--- src/include/mbox_defs.svh ---
// mailbox shared definitions
`ifndef MBOX_DEFS_SVH
`define MBOX_DEFS_SVH

// word and register index widths
`define MBOX_DATA_W      32
`define MBOX_IDX_W       4

// fifo geometry, same in both directions
`define MBOX_DEPTH       8     // words per fifo, at least 2
`define MBOX_CNT_W       3     // count bits, full flag sits above them

// register map
`define MBOX_NUM_REGS    10
`define MBOX_REG_MBOXW   4'd0  // push word
`define MBOX_REG_MBOXR   4'd1  // pop word
`define MBOX_REG_STATUS  4'd2
`define MBOX_REG_ERROR   4'd3
`define MBOX_REG_WIRQT   4'd4  // write usage threshold
`define MBOX_REG_RIRQT   4'd5  // read usage threshold
`define MBOX_REG_IRQS    4'd6
`define MBOX_REG_IRQEN   4'd7
`define MBOX_REG_IRQP    4'd8
`define MBOX_REG_CTRL    4'd9

// fixed read-back words
`define MBOX_WRONLY_WORD 32'hFEEDC0DE  // MBOXW is write only
`define MBOX_EMPTY_WORD  32'hFEEDDEAD  // MBOXR read with nothing queued

`endif
--- src/design/mbox_pkg.sv ---
// mailbox types
`include "mbox_defs.svh"

package mbox_pkg;

  // ----------------------------------------------------------------------
  // plain vectors
  // ----------------------------------------------------------------------
  typedef logic [`MBOX_DATA_W-1:0] data_t;     // register and mailbox word
  typedef logic [`MBOX_IDX_W-1:0]  reg_idx_t;  // register index on a port

  // fifo usage, msb is the full flag so threshold compares stay sane
  // when the fifo holds all of its words
  typedef logic [`MBOX_CNT_W:0]    usage_t;

  // bit0 write threshold, bit1 read threshold, bit2 error
  typedef logic [2:0]              irq_vec_t;

  // ----------------------------------------------------------------------
  // enums
  // ----------------------------------------------------------------------
  typedef enum logic [`MBOX_IDX_W-1:0] {
    MBOXW  = `MBOX_REG_MBOXW,
    MBOXR  = `MBOX_REG_MBOXR,
    STATUS = `MBOX_REG_STATUS,
    ERROR  = `MBOX_REG_ERROR,
    WIRQT  = `MBOX_REG_WIRQT,
    RIRQT  = `MBOX_REG_RIRQT,
    IRQS   = `MBOX_REG_IRQS,
    IRQEN  = `MBOX_REG_IRQEN,
    IRQP   = `MBOX_REG_IRQP,
    CTRL   = `MBOX_REG_CTRL
  } reg_e;

  // port handshake phases
  typedef enum logic [1:0] {
    IDLE,     // waiting for req
    ACCESS,   // one cycle register access
    RESPOND,  // ack high until req drops
    RELEASE   // ack low, one cycle gap
  } hs_state_e;

endpackage

--- src/design/mailbox_top.sv ---
// two port mailbox
`timescale 1ns/1ps

module mailbox_top (
  input  logic               clk_i,
  input  logic               rst_i,
  // port a
  input  logic               a_req_i,
  input  logic               a_we_i,
  input  mbox_pkg::reg_idx_t a_addr_i,
  input  mbox_pkg::data_t    a_wdata_i,
  output logic               a_ack_o,
  output mbox_pkg::data_t    a_rdata_o,
  output logic               a_err_o,
  output logic               a_irq_o,
  // port b
  input  logic               b_req_i,
  input  logic               b_we_i,
  input  mbox_pkg::reg_idx_t b_addr_i,
  input  mbox_pkg::data_t    b_wdata_i,
  output logic               b_ack_o,
  output mbox_pkg::data_t    b_rdata_o,
  output logic               b_err_o,
  output logic               b_irq_o
);
  import mbox_pkg::*;

  // front end to bank, per port
  logic     a_acc, a_acc_we, a_acc_err;
  reg_idx_t a_acc_idx;
  data_t    a_acc_wdata, a_acc_rdata;
  logic     b_acc, b_acc_we, b_acc_err;
  reg_idx_t b_acc_idx;
  data_t    b_acc_wdata, b_acc_rdata;
  // bank to fifo control
  logic     a_push, a_pop, a_wr_flush, a_rd_flush;
  logic     b_push, b_pop, b_wr_flush, b_rd_flush;
  data_t    a_push_data, b_push_data;
  // fifo state back to the banks
  usage_t   a2b_usage, b2a_usage;
  data_t    a2b_rdata, b2a_rdata;    // head words

  // ----------------------------------------------------------------------
  // port a
  // ----------------------------------------------------------------------
  mbox_port_frontend fe_a (
    .clk_i, .rst_i,
    .req_i (a_req_i), .we_i (a_we_i), .addr_i (a_addr_i), .wdata_i (a_wdata_i),
    .ack_o (a_ack_o), .rdata_o (a_rdata_o), .err_o (a_err_o),
    .acc_o (a_acc), .acc_we_o (a_acc_we), .acc_idx_o (a_acc_idx),
    .acc_wdata_o (a_acc_wdata), .acc_rdata_i (a_acc_rdata), .acc_err_i (a_acc_err)
  );

  mbox_regfile regs_a (
    .clk_i, .rst_i,
    .acc_i (a_acc), .we_i (a_acc_we), .idx_i (a_acc_idx), .wdata_i (a_acc_wdata),
    .rdata_o (a_acc_rdata), .err_o (a_acc_err),
    .wr_usage_i (a2b_usage), .push_o (a_push), .push_data_o (a_push_data),
    .wr_flush_o (a_wr_flush),
    .rd_data_i (b2a_rdata), .rd_usage_i (b2a_usage), .pop_o (a_pop),
    .rd_flush_o (a_rd_flush),
    .irq_o (a_irq_o)
  );

  // ----------------------------------------------------------------------
  // port b
  // ----------------------------------------------------------------------
  mbox_port_frontend fe_b (
    .clk_i, .rst_i,
    .req_i (b_req_i), .we_i (b_we_i), .addr_i (b_addr_i), .wdata_i (b_wdata_i),
    .ack_o (b_ack_o), .rdata_o (b_rdata_o), .err_o (b_err_o),
    .acc_o (b_acc), .acc_we_o (b_acc_we), .acc_idx_o (b_acc_idx),
    .acc_wdata_o (b_acc_wdata), .acc_rdata_i (b_acc_rdata), .acc_err_i (b_acc_err)
  );

  mbox_regfile regs_b (
    .clk_i, .rst_i,
    .acc_i (b_acc), .we_i (b_acc_we), .idx_i (b_acc_idx), .wdata_i (b_acc_wdata),
    .rdata_o (b_acc_rdata), .err_o (b_acc_err),
    .wr_usage_i (b2a_usage), .push_o (b_push), .push_data_o (b_push_data),
    .wr_flush_o (b_wr_flush),
    .rd_data_i (a2b_rdata), .rd_usage_i (a2b_usage), .pop_o (b_pop),
    .rd_flush_o (b_rd_flush),
    .irq_o (b_irq_o)
  );

  // ----------------------------------------------------------------------
  // crossing fifos, pushed on one side and popped on the other
  // ----------------------------------------------------------------------
  mbox_fifo fifo_a2b (
    .clk_i, .rst_i,
    .push_i (a_push), .pop_i (b_pop),
    .wflush_i (a_wr_flush), .rflush_i (b_rd_flush),
    .wdata_i (a_push_data), .rdata_o (a2b_rdata), .usage_o (a2b_usage)
  );

  mbox_fifo fifo_b2a (
    .clk_i, .rst_i,
    .push_i (b_push), .pop_i (a_pop),
    .wflush_i (b_wr_flush), .rflush_i (a_rd_flush),
    .wdata_i (b_push_data), .rdata_o (b2a_rdata), .usage_o (b2a_usage)
  );

endmodule

--- src/design/mbox_regfile.sv ---
// mailbox register bank
`timescale 1ns/1ps
`include "mbox_defs.svh"

module mbox_regfile (
  input  logic               clk_i,
  input  logic               rst_i,
  // access from the port front end
  input  logic               acc_i,
  input  logic               we_i,
  input  mbox_pkg::reg_idx_t idx_i,
  input  mbox_pkg::data_t    wdata_i,
  output mbox_pkg::data_t    rdata_o,     // combinational response
  output logic               err_o,
  // write fifo, this port pushes
  input  mbox_pkg::usage_t   wr_usage_i,
  output logic               push_o,
  output mbox_pkg::data_t    push_data_o,
  output logic               wr_flush_o,
  // read fifo, this port pops
  input  mbox_pkg::data_t    rd_data_i,
  input  mbox_pkg::usage_t   rd_usage_i,
  output logic               pop_o,
  output logic               rd_flush_o,
  // level interrupt, active high
  output logic               irq_o
);
  import mbox_pkg::*;

  logic [1:0] error_q, error_d;   // bit0 empty pop, bit1 full push
  usage_t     wirqt_q, wirqt_d;   // write usage threshold
  usage_t     rirqt_q, rirqt_d;   // read usage threshold
  irq_vec_t   irqs_q,  irqs_d;    // interrupt status
  irq_vec_t   irqen_q, irqen_d;   // interrupt enable
  logic [3:0] status;             // built from fifo usage
  irq_vec_t   irqp;               // pending = status & enable
  logic [1:0] ctrl;               // flush strobes as read back
  logic       wr_full, rd_empty;
  logic       dec_valid;          // index inside the register map
  logic       ctrl_wr;

  // thresholds saturate at depth-1 so a full fifo still crosses them
  function automatic usage_t clamp_thr(data_t val);
    if (val >= data_t'(`MBOX_DEPTH)) begin
      return usage_t'(`MBOX_DEPTH - 1);
    end
    return usage_t'(val);
  endfunction

  // ----------------------------------------------------------------------
  // combinational registers
  // ----------------------------------------------------------------------
  assign wr_full  = wr_usage_i[`MBOX_CNT_W];   // full flag on top of usage
  assign rd_empty = (rd_usage_i == '0);
  assign status   = {rd_usage_i > rirqt_q,     // bit3 read above threshold
                     wr_usage_i > wirqt_q,     // bit2 write above threshold
                     wr_full,
                     rd_empty};
  assign irqp     = irqs_q & irqen_q;
  assign irq_o    = |irqp;

  assign dec_valid   = (idx_i < reg_idx_t'(`MBOX_NUM_REGS));
  assign ctrl_wr     = acc_i & we_i & (idx_i == CTRL);
  assign wr_flush_o  = ctrl_wr & wdata_i[0];
  assign rd_flush_o  = ctrl_wr & wdata_i[1];
  assign ctrl        = {rd_flush_o, wr_flush_o}; // only nonzero during a ctrl write
  assign push_data_o = wdata_i;                  // full words, no strobes

  // ----------------------------------------------------------------------
  // access decode and next state
  // ----------------------------------------------------------------------
  always_comb begin
    error_d = error_q;
    wirqt_d = wirqt_q;
    rirqt_d = rirqt_q;
    irqs_d  = irqs_q;
    irqen_d = irqen_q;
    rdata_o = '0;
    err_o   = 1'b0;
    push_o  = 1'b0;
    pop_o   = 1'b0;

    // threshold status is sticky until acknowledged
    if (status[2]) irqs_d[0] = 1'b1;
    if (status[3]) irqs_d[1] = 1'b1;

    if (acc_i) begin
      if (!dec_valid) begin
        err_o = 1'b1;                   // outside the map, rdata stays 0
      end else if (!we_i) begin
        unique case (reg_e'(idx_i))
          MBOXW:  rdata_o = `MBOX_WRONLY_WORD;
          MBOXR: begin
            if (!rd_empty) begin
              rdata_o = rd_data_i;
              pop_o   = 1'b1;
            end else begin
              rdata_o    = `MBOX_EMPTY_WORD;
              err_o      = 1'b1;
              error_d[0] = 1'b1;        // underflow
              irqs_d[2]  = 1'b1;
            end
          end
          STATUS: rdata_o = data_t'(status);
          ERROR: begin
            rdata_o = data_t'(error_q);
            error_d = '0;               // cleared by the read
          end
          WIRQT:  rdata_o = data_t'(wirqt_q);
          RIRQT:  rdata_o = data_t'(rirqt_q);
          IRQS:   rdata_o = data_t'(irqs_q);
          IRQEN:  rdata_o = data_t'(irqen_q);
          IRQP:   rdata_o = data_t'(irqp);
          CTRL:   rdata_o = data_t'(ctrl);
          default: err_o = 1'b1;
        endcase
      end else begin
        unique case (reg_e'(idx_i))
          MBOXW: begin
            if (!wr_full) begin
              push_o = 1'b1;
            end else begin
              err_o      = 1'b1;
              error_d[1] = 1'b1;        // overflow
              irqs_d[2]  = 1'b1;
            end
          end
          WIRQT:  wirqt_d = clamp_thr(wdata_i);
          RIRQT:  rirqt_d = clamp_thr(wdata_i);
          // write one to clear, applied after the threshold set above
          IRQS:   irqs_d  = irqs_d & ~wdata_i[2:0];
          IRQEN:  irqen_d = wdata_i[2:0];
          CTRL:   ;                     // flush strobes come from ctrl_wr
          default: err_o = 1'b1;        // MBOXR STATUS ERROR IRQP are read only
        endcase
      end
    end
  end

  always_ff @(posedge clk_i) begin
    if (rst_i) begin
      error_q <= '0;
      wirqt_q <= '0;
      rirqt_q <= '0;
      irqs_q  <= '0;
      irqen_q <= '0;
    end else begin
      error_q <= error_d;
      wirqt_q <= wirqt_d;
      rirqt_q <= rirqt_d;
      irqs_q  <= irqs_d;
      irqen_q <= irqen_d;
    end
  end

  // fifo usage stays within depth so the full flag and threshold compares hold
  a_usage_range: assert property (@(posedge clk_i) disable iff (rst_i)
    (wr_usage_i <= usage_t'(`MBOX_DEPTH)) && (rd_usage_i <= usage_t'(`MBOX_DEPTH)))
    else $error("fifo usage above the fifo depth");

endmodule

--- src/design/mbox_port_frontend.sv ---
// mailbox port front end
`timescale 1ns/1ps

module mbox_port_frontend (
  input  logic               clk_i,
  input  logic               rst_i,
  // requester side, four phase req/ack
  input  logic               req_i,
  input  logic               we_i,
  input  mbox_pkg::reg_idx_t addr_i,
  input  mbox_pkg::data_t    wdata_i,
  output logic               ack_o,
  output mbox_pkg::data_t    rdata_o,     // held while ack is high
  output logic               err_o,
  // register bank side
  output logic               acc_o,       // one cycle strobe per handshake
  output logic               acc_we_o,
  output mbox_pkg::reg_idx_t acc_idx_o,
  output mbox_pkg::data_t    acc_wdata_o,
  input  mbox_pkg::data_t    acc_rdata_i, // same cycle response
  input  logic               acc_err_i
);
  import mbox_pkg::*;

  hs_state_e state_q, state_d;
  logic      we_q;                      // captured request
  reg_idx_t  idx_q;
  data_t     wdata_q;
  data_t     rdata_q;                   // latched response
  logic      err_q;
  logic      ack_q;

  // ----------------------------------------------------------------------
  // handshake fsm
  // ----------------------------------------------------------------------
  always_comb begin
    state_d = state_q;
    unique case (state_q)
      IDLE:    if (req_i) state_d = ACCESS;
      ACCESS:  state_d = RESPOND;       // access happens exactly once
      RESPOND: if (!req_i) state_d = RELEASE;
      RELEASE: state_d = IDLE;          // ack low for at least a cycle
      default: state_d = IDLE;
    endcase
  end

  always_ff @(posedge clk_i) begin
    if (rst_i) begin
      state_q <= IDLE;
      ack_q   <= 1'b0;
      err_q   <= 1'b0;
    end else begin
      state_q <= state_d;
      if (state_q == ACCESS) begin
        ack_q <= 1'b1;                  // rises together with the response
        err_q <= acc_err_i;
      end else if (state_q == RESPOND && !req_i) begin
        ack_q <= 1'b0;
      end
    end
  end

  // request capture on entry, read data latched in the access cycle
  always_ff @(posedge clk_i) begin
    if (state_q == IDLE && req_i) begin
      we_q    <= we_i;
      idx_q   <= addr_i;
      wdata_q <= wdata_i;
    end
    if (state_q == ACCESS) begin
      rdata_q <= acc_rdata_i;
    end
  end

  assign acc_o       = (state_q == ACCESS);
  assign acc_we_o    = we_q;
  assign acc_idx_o   = idx_q;
  assign acc_wdata_o = wdata_q;

  assign ack_o   = ack_q;
  assign rdata_o = rdata_q;
  assign err_o   = err_q;

  // ----------------------------------------------------------------------
  // protocol checks
  // ----------------------------------------------------------------------
  // requester keeps the request fields steady for the whole handshake
  a_req_stable: assert property (@(posedge clk_i) disable iff (rst_i)
    req_i ##1 req_i |-> $stable(addr_i) && $stable(we_i))
    else $error("request fields changed while req is high");

  a_no_ack_idle: assert property (@(posedge clk_i) disable iff (rst_i)
    (state_q == IDLE) |-> !ack_o)
    else $error("ack high while the port is idle");

endmodule

--- src/design/mbox_fifo.sv ---
// mailbox fifo
`timescale 1ns/1ps
`include "mbox_defs.svh"

module mbox_fifo (
  input  logic             clk_i,
  input  logic             rst_i,
  input  logic             push_i,    // from the writing bank
  input  logic             pop_i,     // from the reading bank
  input  logic             wflush_i,  // flush requested by the writing side
  input  logic             rflush_i,  // flush requested by the reading side
  input  mbox_pkg::data_t  wdata_i,
  output mbox_pkg::data_t  rdata_o,   // head word, valid when not empty
  output mbox_pkg::usage_t usage_o    // {full, count}
);
  import mbox_pkg::*;

  localparam logic [`MBOX_CNT_W-1:0] LAST_PTR = `MBOX_CNT_W'(`MBOX_DEPTH - 1);

  data_t                  mem_q [`MBOX_DEPTH];  // storage, no reset
  logic [`MBOX_CNT_W-1:0] wptr_q, rptr_q;
  usage_t                 cnt_q;                // words held, 0..depth
  logic                   full, empty;
  logic                   flush;
  logic                   do_push, do_pop;

  assign flush   = wflush_i | rflush_i;         // either side may drop the contents
  assign full    = (cnt_q == usage_t'(`MBOX_DEPTH));
  assign empty   = (cnt_q == '0);
  assign do_push = push_i & ~full;              // bank checks usage, guard anyway
  assign do_pop  = pop_i & ~empty;

  // ----------------------------------------------------------------------
  // pointers and count
  // ----------------------------------------------------------------------
  always_ff @(posedge clk_i) begin
    if (rst_i || flush) begin                   // flush beats a same cycle push
      wptr_q <= '0;
      rptr_q <= '0;
      cnt_q  <= '0;
    end else begin
      if (do_push) begin
        wptr_q <= (wptr_q == LAST_PTR) ? '0 : wptr_q + 1'b1;
      end
      if (do_pop) begin
        rptr_q <= (rptr_q == LAST_PTR) ? '0 : rptr_q + 1'b1;
      end
      unique case ({do_push, do_pop})
        2'b10:   cnt_q <= cnt_q + 1'b1;
        2'b01:   cnt_q <= cnt_q - 1'b1;
        default: cnt_q <= cnt_q;                // idle, or push and pop together
      endcase
    end
  end

  // storage write
  always_ff @(posedge clk_i) begin
    if (do_push && !flush) begin
      mem_q[wptr_q] <= wdata_i;
    end
  end

  assign rdata_o = mem_q[rptr_q];
  // full flag on top, low bits of the count below it
  assign usage_o = {full, cnt_q[`MBOX_CNT_W-1:0]};

  // ----------------------------------------------------------------------
  // the register banks turn overflow and underflow into error responses
  // ----------------------------------------------------------------------
  a_no_push_full: assert property (@(posedge clk_i) disable iff (rst_i)
    push_i |-> !full)
    else $error("push into a full mailbox fifo");

  a_no_pop_empty: assert property (@(posedge clk_i) disable iff (rst_i)
    pop_i |-> !empty)
    else $error("pop from an empty mailbox fifo");

endmodule

--- config.mk ---
export PLATFORM = sky130hd
export DESIGN_NAME = mailbox_top
export DESIGN_NICKNAME = d
export VERILOG_FILES = /design/src/design/mbox_pkg.sv /design/src/design/mailbox_top.sv /design/src/design/mbox_regfile.sv /design/src/design/mbox_port_frontend.sv /design/src/design/mbox_fifo.sv
export VERILOG_INCLUDE_DIRS = /design/src /design/src/include
export SDC_FILE = /design/constraint.sdc
export NUM_CORES = 1
export LEC_CHECK = 0
export ABC_AREA = 1
export BUFFER_PORTS_ARGS = -buffer_cell sky130_fd_sc_hd__buf_2
export CORE_MARGIN = 2
export CORE_UTILIZATION = 35
export DETAILED_ROUTE_END_ITERATION = 8
export GPL_TIMING_DRIVEN = 0
export PLACE_DENSITY_LB_ADDON = 0.3
export SYNTH_ARGS = -nofsm -noshare
export SYNTH_HDL_FRONTEND = slang
export SYNTH_HIERARCHICAL = 1
export SYNTH_SLANG_ARGS = --single-unit
--- constraint.sdc ---
create_clock -name clk_i -period 4.7 [get_ports clk_i]
set_input_delay 0 -clock clk_i [delete_from_list [all_inputs] [get_ports clk_i]]
set_output_delay 0 -clock clk_i [all_outputs]
set_load 0.01 [all_outputs]
==> results of run 1 <==
logic make-up after synthesis:
logic type	share of synthesized area
flops	0.680
buf+inv	0.0623
fa+ha+maj	0.0160
compound gates	0.0576
simple gates	0.184
xor+xnor	0.000572
final timing paths:
check,to,cells past startpoint
setup / recovery,fifo_b2a/mem_q[7][18],14
hold / removal,fe_b/acc_wdata_o[29],2
setup reg to reg,fifo_b2a/mem_q[7][18],14
hold reg to reg,regs_a/error_q[1],2
sequential cells by signal (all words and copies together) (netlist names), 32 cells and up, named ones only:
register,flops
fe_a/acc_wdata_o,32
fifo_b2a/mem_q,256
fe_a/rdata_o,32
fe_b/rdata_o,32
fifo_a2b/mem_q,256
fe_b/acc_wdata_o,32
cells in the final DEF (no fill, tap or decap), drive strengths merged, types with 2 or more instances in the layout:
cell type and count:
clkbuf 126, inv 179, buf 316, dlygate4sd3 85, nor3 4, clkinv 39
xor2 2, o21a 2, fa 2, clkinvlp 2, bufinv 8, or2 4
ha 36, nor2 729, nand4 3, o21bai 2, nand3 73, o21ai 295
dfxtp 66, nand2 610, a21oi 48, edfxtp 650
stage by stage:
stage	hold slack, ns	total power, mW	instances	util	TNS, ns
global placement	0.177	9.45	4183	0.378	-820.37
detailed placement	0.178	9.51	4203	0.385	0
finish	0.0400	15.8	4439	0.426	0
CTS	0.000674	16.0	4439	0.426	0
global route	0.0237	16.4	4439	0.426	0
floorplan	0.0691	8.79	2881	-	0
repair_timing:
action,4_1_cts,5_1_grt
buffers inserted,0,0
resized for setup,0,0
hold buffers,85,0
hold endpoints to repair,154,0
routing by layer:
metal / up-vias / GRT usage / wire length [um]
met5: - / 0 / 0
met4: 0 / 0.0561 / 2050
met3: 126 / 0.0265 / 4430
met2: 594 / 0.280 / 36300
met1: 9884 / 0.238 / 35600
li1: 10200 / - / -
worst register-to-register path, delay by kind of cell, from the launching register on:
family,cells,cell delay [ns]
buf+inv,6,0.77
flops,1,0.41
simple gates,8,1.93
final cells by class:
type	count	area (um2)
multi-input combinational	1813	8030
clock buffer	100	2130
inverter	177	676
clock inverter	51	611
fill	8216	49800
tap	1155	1450
timing repair buffer	252	2030
buffer	175	1230
sequential	716	20800
power by group:
| group | switching, mW | total [mW] | internal [mW] |
|---|---|---|---|
| Clock | 2.67 | 6.40 | 3.73 |
| Combinational | 1.03 | 1.57 | 0.542 |
| Sequential | 0.240 | 7.84 | 7.60 |
==> metrics.md, run 1 <==
| Metric | Value |
|---|---|
| Min-delay worst type | primary input to flip-flop |
| Routed wirelength normalized by instance count | 17.7 um |
| Worst Max-Slew Pin Slew | 0.730 ns |
| Number of nets still failing antenna checks after routing | 0 |
| Detailed-route via count | 20.8k |
| Synth Cell Area | 30600 um2 |
| Highest clock rate | 294 MHz |
| Sort of element at the start of the critical path | flip-flop |
| Result of the run | complete, no violations |
| Num CTS Buffers | 82 |
| Detail Placement HPWL | 53300 um |
| Number of max-slew violations in the final report | 0 |
| Part of the Yosys area used for sequential elements | 0.680 |
| Slack of the worst reg-to-reg path | 1.30 ns |
| Die span in x | 300 um |
| Initial standard-cell utilization of the core | 0.353 |
| Synthesized net count | 2997 |
| Worst Setup SP | fifo_b2a/cnt_q[1] |
| Number of top-level design ports | 148 |
| Minimum clock period after layout | 3.40 ns |
| Fraction of final layout cells with drive strength greater than 1 | 0.152 |
| Slowest stage cell on the critical path | nor2_4 |
| Drt first-iter violations | 1498 |
| Pin count of the biggest net entering global routing | 36 |
| Placed inst area | 33400 um2 |
| Floorplan row count | 108 |
| Post-route cell area | 37000 um2 |
| Total die area | 90000 um2 |
| Total overflow reported by the global router | 0 |
| Crit path capture type | flip-flop |
| Drt drc | 0 |
| Leakage power figure | 14.6 nW |
| Synth top area share | 0.637 |
| Maximum fanout along the worst path | 18 |
| Area leader, netlist | edfxtp_1 |
| Buffers added on ports | 147 |
| Leading cell type by number of instances after synthesis | nor2_1 |
| Setup slack of the critical path after layout | 1.30 ns |
| Drt pass-1 iters | 5 |
| Synth cell types | 39 |
| Clk slew on worst S/H paths | 0.06 ns |
| Relative slew margins | 0.512 |
| Area of the core region | 86800 um2 |
| Required time of the worst setup path | 5.06 ns |
| Post-route clock period utilization | 0.724 |
| Max-capacitance violation count | 0 |
| Worst path bufs/invs | 6 |
| Final Hold Viols | 0 |
| Routability congestion estimate from global placement | 0.860 |
| Power density over the cells | 427 nW/um2 |
| Diodes inserted | 0 |
| Leading post-synthesis cells by cell area | edfxtp_1 (64%), nor2_1 (8.8%), nand2_1 (7.3%) |
| Flip-flop and latch count after synthesis | 716 |
| Worst endpoint data arrival time | 3.76 ns |
| Clock Tree Buf Depth | 3 |
| Reg2Reg Launch Point | fifo_b2a/cnt_q[1] |
| Top Family by Delay on Critical Path | simple AND/OR/NAND/NOR gates |
| Sum of routed wire length over all layers | 78400 um |
| First-pass GRT wire length | 118000 um |
| Async SR Flop Fraction | 0 |
| Mapped Avg Cell Area | 10.6 um2 |
| Hold Crit Start | b_wdata_i[29] |
| Maximum single-stage delay on the critical path | 0.70 ns |
| Cells along the critical path | nor2_1, nand3_1, inv_1, buf_4, inv_1, nand2_1, inv_1, nand3_1, nor2_1, nand2_1, inv_1, nand3_2, nor2_4, buf_16 |
| Yosys warning total | 6 |
| Unrepaired setup endpoints after global routing | no |
| Most instantiated cells after synthesis | nor2_1 (716), edfxtp_1 (650), nand2_1 (595) |
| Mean number of vias per cell | 4.69 |
| Worst Setup Slack post-DPL | 1.33 ns |
| GR Util All Layers | 0.173 |
| Final net count | 3333 |
| Die Height | 300 um |
| Maximum vdd drop | 325 uV |
| Clock Root Buffer | clkbuf_16 |
| Instance count of the mapped netlist | 2881 |
| Source-to-sink clock delay at the later pin of the worst-skew pair | 0.68 ns |
| # setup viols final | 0 |
| Number of levels the H-tree was split into | 3 |
| Initial antenna violation count | 0 |
| Number of synthesized flops with an enable pin | 650 |
| Top FF cell, synth | edfxtp_1 |
| Total number of clock tree sinks | 716 |
| Most frequent cell on the critical path | inv_1 |
| CTS tree | yes |
| Critical path start-end classification | flip-flop to flip-flop |
| Vias in the first global route | 19.9k |
| Synth-to-layout area growth | 20.7% |
| Clock tree skew after final layout | 0.0540 ns |
Power figures use the tool's default switching activity.
==> run 2, diff against run 1 <==
==> constraint.sdc (replaced) <==
create_clock -name clk_i -period 3.5 [get_ports clk_i]
set_input_delay 0 -clock clk_i [delete_from_list [all_inputs] [get_ports clk_i]]
set_output_delay 0 -clock clk_i [all_outputs]
set_load 0.01 [all_outputs]
==> run 2 against run 1 <==
Against the previous run:
- sequential power rose by 34%
- largest cell class unchanged
- sequential share of layout area barely moved
- combinational power rose by 34%
- global-route usage rose by 0.056 points
- die area did not move
- critical endpoint is now fifo_a2b/mem_q[4][17]
- critical path depth fell by 2
- first-iteration DRC count rose by 18%
- core utilization barely moved
- maximum frequency rose by 4.4%
==> metrics.md, run 2 (synthesis results as in run 1) <==
| Metric | Value |
|---|---|
| Total die area | 90000 um2 (unchanged) |
| Slowest stage cell on the critical path | nor2_4 |
| Buffers added on ports | 147 (unchanged) |
| Result of the run | complete, no violations |
| FF-to-FF End | fifo_a2b/mem_q[4][17] |
| Worst endpoint data arrival time | 3.59 ns (-0.17 ns) |
| Die Height | 300 um (unchanged) |
| Cell count of the worst hold path | 2 (unchanged) |
| Sort of element at the start of the critical path | flip-flop |
| Leakage power figure | 14.7 nW (+0.11%) |
| Critical path start-end classification | flip-flop to flip-flop |
| Maximum single-stage delay on the critical path | 0.71 ns (about the same) |
| Clk slew on worst S/H paths | 0.07 ns (about the same) |
| Worst Max-Slew Pin Slew | 0.879 ns (+0.149 ns) |
| Relative contribution of sequential cells to total power | 0.499 (+0.003) |
| Number of max-slew violations in the final report | 0 (unchanged) |
| Sum of negative setup slack | 0 ns (unchanged) |
| Total overflow reported by the global router | 0 (unchanged) |
| Highest clock rate | 307 MHz (+4.4%) |
| Minimum clock period after layout | 3.26 ns (-0.142 ns) |
| Post-route cell area | 37000 um2 (about the same) |
| Hold Crit Start | b_wdata_i[25] |
| Most frequent cell on the critical path | nor2_1 |
| Proportion of total power due to net switching | 0.240 (-0.00919) |
| Initial standard-cell utilization of the core | 0.353 (unchanged) |
| Routed wirelength normalized by instance count | 17.7 um (+0.22%) |
| Relative slew margins | 0.412 (-0.0999) |
| Clock Root Buffer | clkbuf_16 |
| Final Total Pwr | 21.0 mW (+33%) |
| Floorplan row count | 108 (unchanged) |
| Placed inst area | 33400 um2 (about the same) |
| Top Registers | fifo_a2b/mem_q: 256 flops, fifo_b2a/mem_q: 256 flops |
| Number of levels the H-tree was split into | 3 (unchanged) |
| Die span in x | 300 um (unchanged) |
| GR Util All Layers | 0.173 (+0.000556) |
| Drt pass-1 iters | 6 (+1) |
| Maximum fanout along the worst path | 17 (-1) |
| Required time of the worst setup path | 3.83 ns (-1.23 ns) |
| Total number of clock tree sinks | 716 (unchanged) |
| Detail Placement HPWL | 52700 um (-1.2%) |
| Cells along the critical path | nor2_1, nand3_1, inv_1, buf_4, nor2_1, nand3_1, nor2_1, nand2_1, inv_1, nand3_2, nor2_4, buf_16 |
| Switching power | 5.05 mW (+28%) |
| Crit path capture type | flip-flop |
| Detailed-route via count | 20.6k (-0.93%) |
| Utilization of the core after routing | 0.426 (about the same) |
| Synth-to-layout area growth | 20.6% (about the same) |
| Final Hold Slack | 0.0787 ns (+0.0387 ns) |
| Most used cells in the layout excluding fill and tap cells | nor2_1 (700), edfxtp_1 (650), nand2_1 (595) |
| Clock Tree Buf Depth | 3 (unchanged) |
| Proportion of power drawn by combinational gates | 0.100 (about the same) |
| Final net count | 3335 (+0.060%) |
| Area of the core region | 86800 um2 (unchanged) |
| Reg2Reg Launch Point | fifo_a2b/cnt_q[1] |
| Clock tree skew after final layout | 0.0162 ns (-0.0378 ns) |
| Diodes inserted | 0 (unchanged) |
| Maximum vdd drop | 386 uV (+19%) |
| Mean number of vias per cell | 4.65 (-0.88%) |
| Source-to-sink clock delay at the later pin of the worst-skew pair | 0.63 ns (-0.05 ns) |
| Num CTS Buffers | 81 (-1.2%) |
| Number of nets still failing antenna checks after routing | 0 (unchanged) |
| Most common cell after layout, fill and taps aside | nor2_1 |
| First-pass GRT wire length | 118000 um (-0.14%) |
| Vias in the first global route | 19.6k (-1.3%) |
| Unrepaired setup endpoints after global routing | no |
| Pin count of the biggest net entering global routing | 38 (+5.6%) |
| CTS tree | yes |
| Number of top-level design ports | 148 (unchanged) |
| Logic depth of the worst register-to-register path | 12 (-2) |
| Hold endpoint | fe_b/acc_wdata_o[25] |
| Drt first-iter violations | 1769 (+18%) |
| Max-capacitance violation count | 0 (unchanged) |
| Fraction of final layout cells with drive strength greater than 1 | 0.158 (+0.00558) |
| Clock network power share | 0.401 (-0.004) |
| Drt drc | 0 (unchanged) |
| Sum of routed wire length over all layers | 78500 um (+0.18%) |
| Routability congestion estimate from global placement | 0.857 (-0.36%) |
| # setup viols final | 0 (unchanged) |
| Post-route clock period utilization | 0.932 (+0.208) |
| Min-delay worst type | primary input to flip-flop |
| Initial antenna violation count | 1 (+1) |
| Power density over the cells | 569 nW/um2 (+33%) |
| Internal Pwr Total | 16.0 mW (+35%) |
| Slack of the worst reg-to-reg path | 0.24 ns (-1.06 ns) |
| Final Hold Viols | 0 (unchanged) |
-- run 2: cell types whose count changed in the layout (fill, tap and decap cells not counted), moves of 2 or more --
cell | previous run | this run
clkinv_16 | 5 | 0
buf_4 | 76 | 82
clkinv_4 | 1 | 3
clkbuf_1 | 27 | 18
clkinvlp_4 | 2 | 5
buf_12 | 14 | 16
dlygate4sd3_1 | 85 | 79
clkbuf_8 | 1 | 6
inv_8 | 2 | 0
inv_6 | 3 | 5
clkinv_2 | 11 | 14
clkinv_1 | 22 | 17
inv_16 | 2 | 0
-- run 2: per-layer routing --
layer | part of all wire | global-route usage
met5 | 0 | 0
met4 | 0.029 | 0.0561
met3 | 0.056 | 0.0257
met2 | 0.48 | 0.296
met1 | 0.43 | 0.227
-- run 2: worst max path at each step --
stage | startpoint | to | slack, ns | cells past startpoint
CTS | fe_a/state_q[1] | fifo_b2a/cnt_q[3] | 0.10 | 17
global placement | fe_a/state_q[1] | fifo_a2b/mem_q[5][20] | -2.94 | 8
floorplan | fe_b/state_q[1] | fifo_b2a/mem_q[0][0] | -0.31 | 8
global route | fifo_b2a/cnt_q[1] | fifo_b2a/mem_q[4][23] | 0.005 | 14
finish | fifo_a2b/cnt_q[1] | fifo_a2b/mem_q[4][17] | 0.24 | 12
detailed placement | fe_a/state_q[1] | fifo_b2a/cnt_q[3] | 0.11 | 17
-- run 2: critical path, delay by kind of cell (launching register included) --
| kind | cells | cell delay, ns |
|---|---|---|
| and+or+nand+nor | 8 | 1.89 |
| DFF | 1 | 0.42 |
| buffers and inverters | 4 | 0.62 |
-- run 2: final cells by class --
type | instances | area (um2)
multi-input cells | 1813 | 8040
flip-flops and latches | 716 | 20800
well taps | 1155 | 1450
inverters | 177 | 676
repair buffers | 255 | 2080
plain buffers | 175 | 1230
clock inverters | 48 | 458
fillers | 8159 | 49800
clock buffers | 98 | 2200
-- run 2: metrics by stage --
step | std cells | setup WS (ns)
after detailed placement | 4202 | 0.111
after global routing | 4437 | 0.00490
after CTS | 4427 | 0.102
final | 4437 | 0.237
after floorplan | 2881 | -0.306
after global placement | 4183 | -2.94
-- run 2: repair_timing --
item | 4_1_cts | 5_1_grt
hold buffers | 79 | 0
hold endpoints to repair | 93 | 0
endpoints found under the setup margin | 0 | 53
setup buffers | 0 | 10
gates resized for setup | 0 | 1
-- run 2: power by group through the flow --
stage               Combinational (mW)  Sequential [mW]  Clock [mW]
floorplan                         1.13             10.7           0
global placement                  1.96             10.7           0
detailed placement                2.06             10.7           0
CTS                               2.14             10.5        8.61
global route                      2.36             10.5        8.95
finish                            2.11             10.5        8.44
==> run 3, diff against run 2 <==
==> constraint.sdc (replaced) <==
create_clock -name clk_i -period 2.7 [get_ports clk_i]
set_input_delay 0 -clock clk_i [delete_from_list [all_inputs] [get_ports clk_i]]
set_output_delay 0 -clock clk_i [all_outputs]
set_load 0.01 [all_outputs]
==> run 3 against run 2 <==
Against the previous run:
- die area did not move
- worst hold slack lost 0.022 ns
- first-iteration DRC count fell by 11%
- critical path type unchanged
==> metrics.md, run 3 (synthesis results as in run 1) <==
| Metric | Value |
|---|---|
| Maximum vdd drop | 508 uV (+31%) |
| Post-route clock period utilization | 0.951 (+0.0183) |
| Result of the run | complete, no violations |
| Max-capacitance violation count | 0 (unchanged) |
| Diodes inserted | 0 (unchanged) |
| Required time of the worst setup path | 3.02 ns (-0.81 ns) |
| Initial standard-cell utilization of the core | 0.353 (unchanged) |
| Most used cells in the layout excluding fill and tap cells | nor2_1 (696), edfxtp_1 (650), nand2_1 (591) |
| Worst endpoint data arrival time | 2.88 ns (-0.71 ns) |
| Die Height | 300 um (unchanged) |
| Clock tree skew after final layout | 0.0383 ns (+0.0221 ns) |
| Mean number of vias per cell | 4.71 (+1.3%) |
| Initial antenna violation count | 1 (unchanged) |
| Leakage power figure | 14.9 nW (+1.4%) |
| Floorplan row count | 108 (unchanged) |
| Final net count | 3395 (+1.8%) |
| Synth-to-layout area growth | 22.6% |
| Routability congestion estimate from global placement | 0.887 (+3.5%) |
| Worst Max-Slew Pin Slew | 0.855 ns (-0.0239 ns) |
| Layout filler cell count | 8071 (-1.1%) |
| Die span in x | 300 um (unchanged) |
| Proportion of power drawn by combinational gates | 0.109 (+0.009) |
| Clk slew on worst S/H paths | 0.06 ns (about the same) |
| Power density over the cells | 728 nW/um2 (+28%) |
| Number of nets still failing antenna checks after routing | 0 (unchanged) |
| Minimum clock period after layout | 2.57 ns (-0.696 ns) |
| Crit path capture type | flip-flop |
| Proportion of total power due to net switching | 0.247 (+0.00665) |
| Number of levels the H-tree was split into | 3 (unchanged) |
| Post-route cell area | 37600 um2 (+1.7%) |
| Area of combinational cells with multiple inputs | 8340 um2 (+3.8%) |
| Final Hold Viols | 0 (unchanged) |
| Number of max-slew violations in the final report | 0 (unchanged) |
| Source-to-sink clock delay at the later pin of the worst-skew pair | 0.65 ns (+0.02 ns) |
| Min-delay worst type | primary input to flip-flop |
| Unrepaired setup endpoints after global routing | no |
| Clock Root Buffer | clkbuf_16 |
| Sort of element at the start of the critical path | flip-flop |
| Drt drc | 0 (unchanged) |
| CTS tree | yes |
| Clock network power share | 0.395 (-0.006) |
| Critical path start-end classification | flip-flop to flip-flop |
| Most common cell after layout, fill and taps aside | nor2_1 |
| Maximum fanout along the worst path | 13 (-4) |
| Num CTS Buffers | 78 (-3.7%) |
| Total number of clock tree sinks | 716 (unchanged) |
| # setup viols final | 0 (unchanged) |
| Top Registers | fifo_a2b/mem_q: 256 flops, fifo_b2a/mem_q: 256 flops |
| Relative slew margins | 0.428 (+0.0160) |
| Routed wirelength normalized by instance count | 18.6 um (+5.2%) |
| Relative contribution of sequential cells to total power | 0.496 (-0.003) |
| GR Util All Layers | 0.185 (+0.0116) |
| Internal Pwr Total | 20.6 mW (+29%) |
| Drt pass-1 iters | 6 (unchanged) |
| Detailed-route via count | 21.2k (+2.7%) |
| Switching power | 6.75 mW (+34%) |
| Buffers added on ports | 147 (unchanged) |
| Detail Placement HPWL | 50500 um (-4.1%) |
| Drt first-iter violations | 1577 (-11%) |
| Highest clock rate | 390 MHz (+27%) |
| Vias in the first global route | 20.5k (+4.6%) |
| Placed inst area | 33000 um2 (-1.1%) |
| Clock Tree Buf Depth | 3 (unchanged) |
| Total overflow reported by the global router | 0 (unchanged) |
| Pin count of the biggest net entering global routing | 34 (-11%) |
| Total die area | 90000 um2 (unchanged) |
| First-pass GRT wire length | 124000 um (+5.5%) |
| Number of top-level design ports | 148 (unchanged) |
| Fraction of final layout cells with drive strength greater than 1 | 0.180 (+0.0225) |
| Sequential cell area | 20800 um2 (about the same) |
| Sum of routed wire length over all layers | 83800 um (+6.7%) |
| Final Hold Slack | 0.0563 ns (-0.0224 ns) |
| Area of the core region | 86800 um2 (unchanged) |
## run 3: path summary, 6_finish.rpt
kind                      from  slack [ns]                    end  depth (start not counted)
max            fe_a/state_q[1]        0.13  fifo_a2b/mem_q[0][17]                         12
min                b_addr_i[0]        0.06      fe_b/acc_idx_o[0]                          2
max reg2reg    fe_a/state_q[1]        0.13  fifo_a2b/mem_q[0][17]                         12
min reg2reg  regs_a/error_q[1]        0.45      regs_a/error_q[1]                          2
## run 3: per-layer routing
metal | global-route usage | part of all wire | vias up
li1 | - | - | 10300
met1 | 0.230 | 0.42 | 10100
met2 | 0.325 | 0.50 | 629
met3 | 0.0309 | 0.052 | 154
met4 | 0.0638 | 0.032 | 2
met5 | 0 | 0.00017 | -
## run 3: repair_timing
action,in CTS,in global routing
pin swaps,41,6
resized for setup,32,21
hold buffers,78,0
endpoints found under the setup margin,520,518
hold endpoints to repair,112,0
buffers inserted,68,7
cloned,16,0
## run 3: critical path: stages (launching register included)
cell	delay [ns]
dfxtp_1	0.36
inv_1	0.10
ha_4	0.17
buf_4	0.21
nand2_1	0.10
clkinv_1	0.23
nand2_1	0.23
nor2_2	0.09
inv_1	0.10
nand3_4	0.09
buf_12	0.18
nor2_4	0.10
buf_4	0.24
## run 3: per-stage QoR
stage          setup WS (ns)  utilization  power (mW)  setup TNS [ns]  std cells
6_report               0.134        0.433        27.4               0       4498
3_5_place_dp           -1.03        0.381        16.5         -502.79       4185
3_3_place_gp           -1.03        0.380        16.4         -499.21       4183
2_1_floorplan         0.0693            -        15.3               0       2881
5_1_grt             0.000474        0.433        28.4               0       4498
4_1_cts             0.000516        0.432        27.6               0       4491
## run 3: power by group through the flow
stage	clock, mW	combinational (mW)	sequential, mW
floorplan	0	1.49	13.8
global route	11.4	3.31	13.6
finish	10.8	2.98	13.6
detailed placement	0	2.64	13.8
global placement	0	2.55	13.8
CTS	11.0	3.01	13.6
## run 3: final cells by class
| class | instances | share of cell area |
|---|---|---|
| Buffer | 175 | 0.0328 |
| Clock buffer | 91 | 0.0555 |
| Clock inverter | 53 | 0.0145 |
| Inverter | 177 | 0.0183 |
| Multi-Input combinational cell | 1829 | 0.222 |
| Sequential cell | 716 | 0.555 |
| Tap cell | 1155 | 0.0385 |
| Timing Repair Buffer | 302 | 0.0638 |
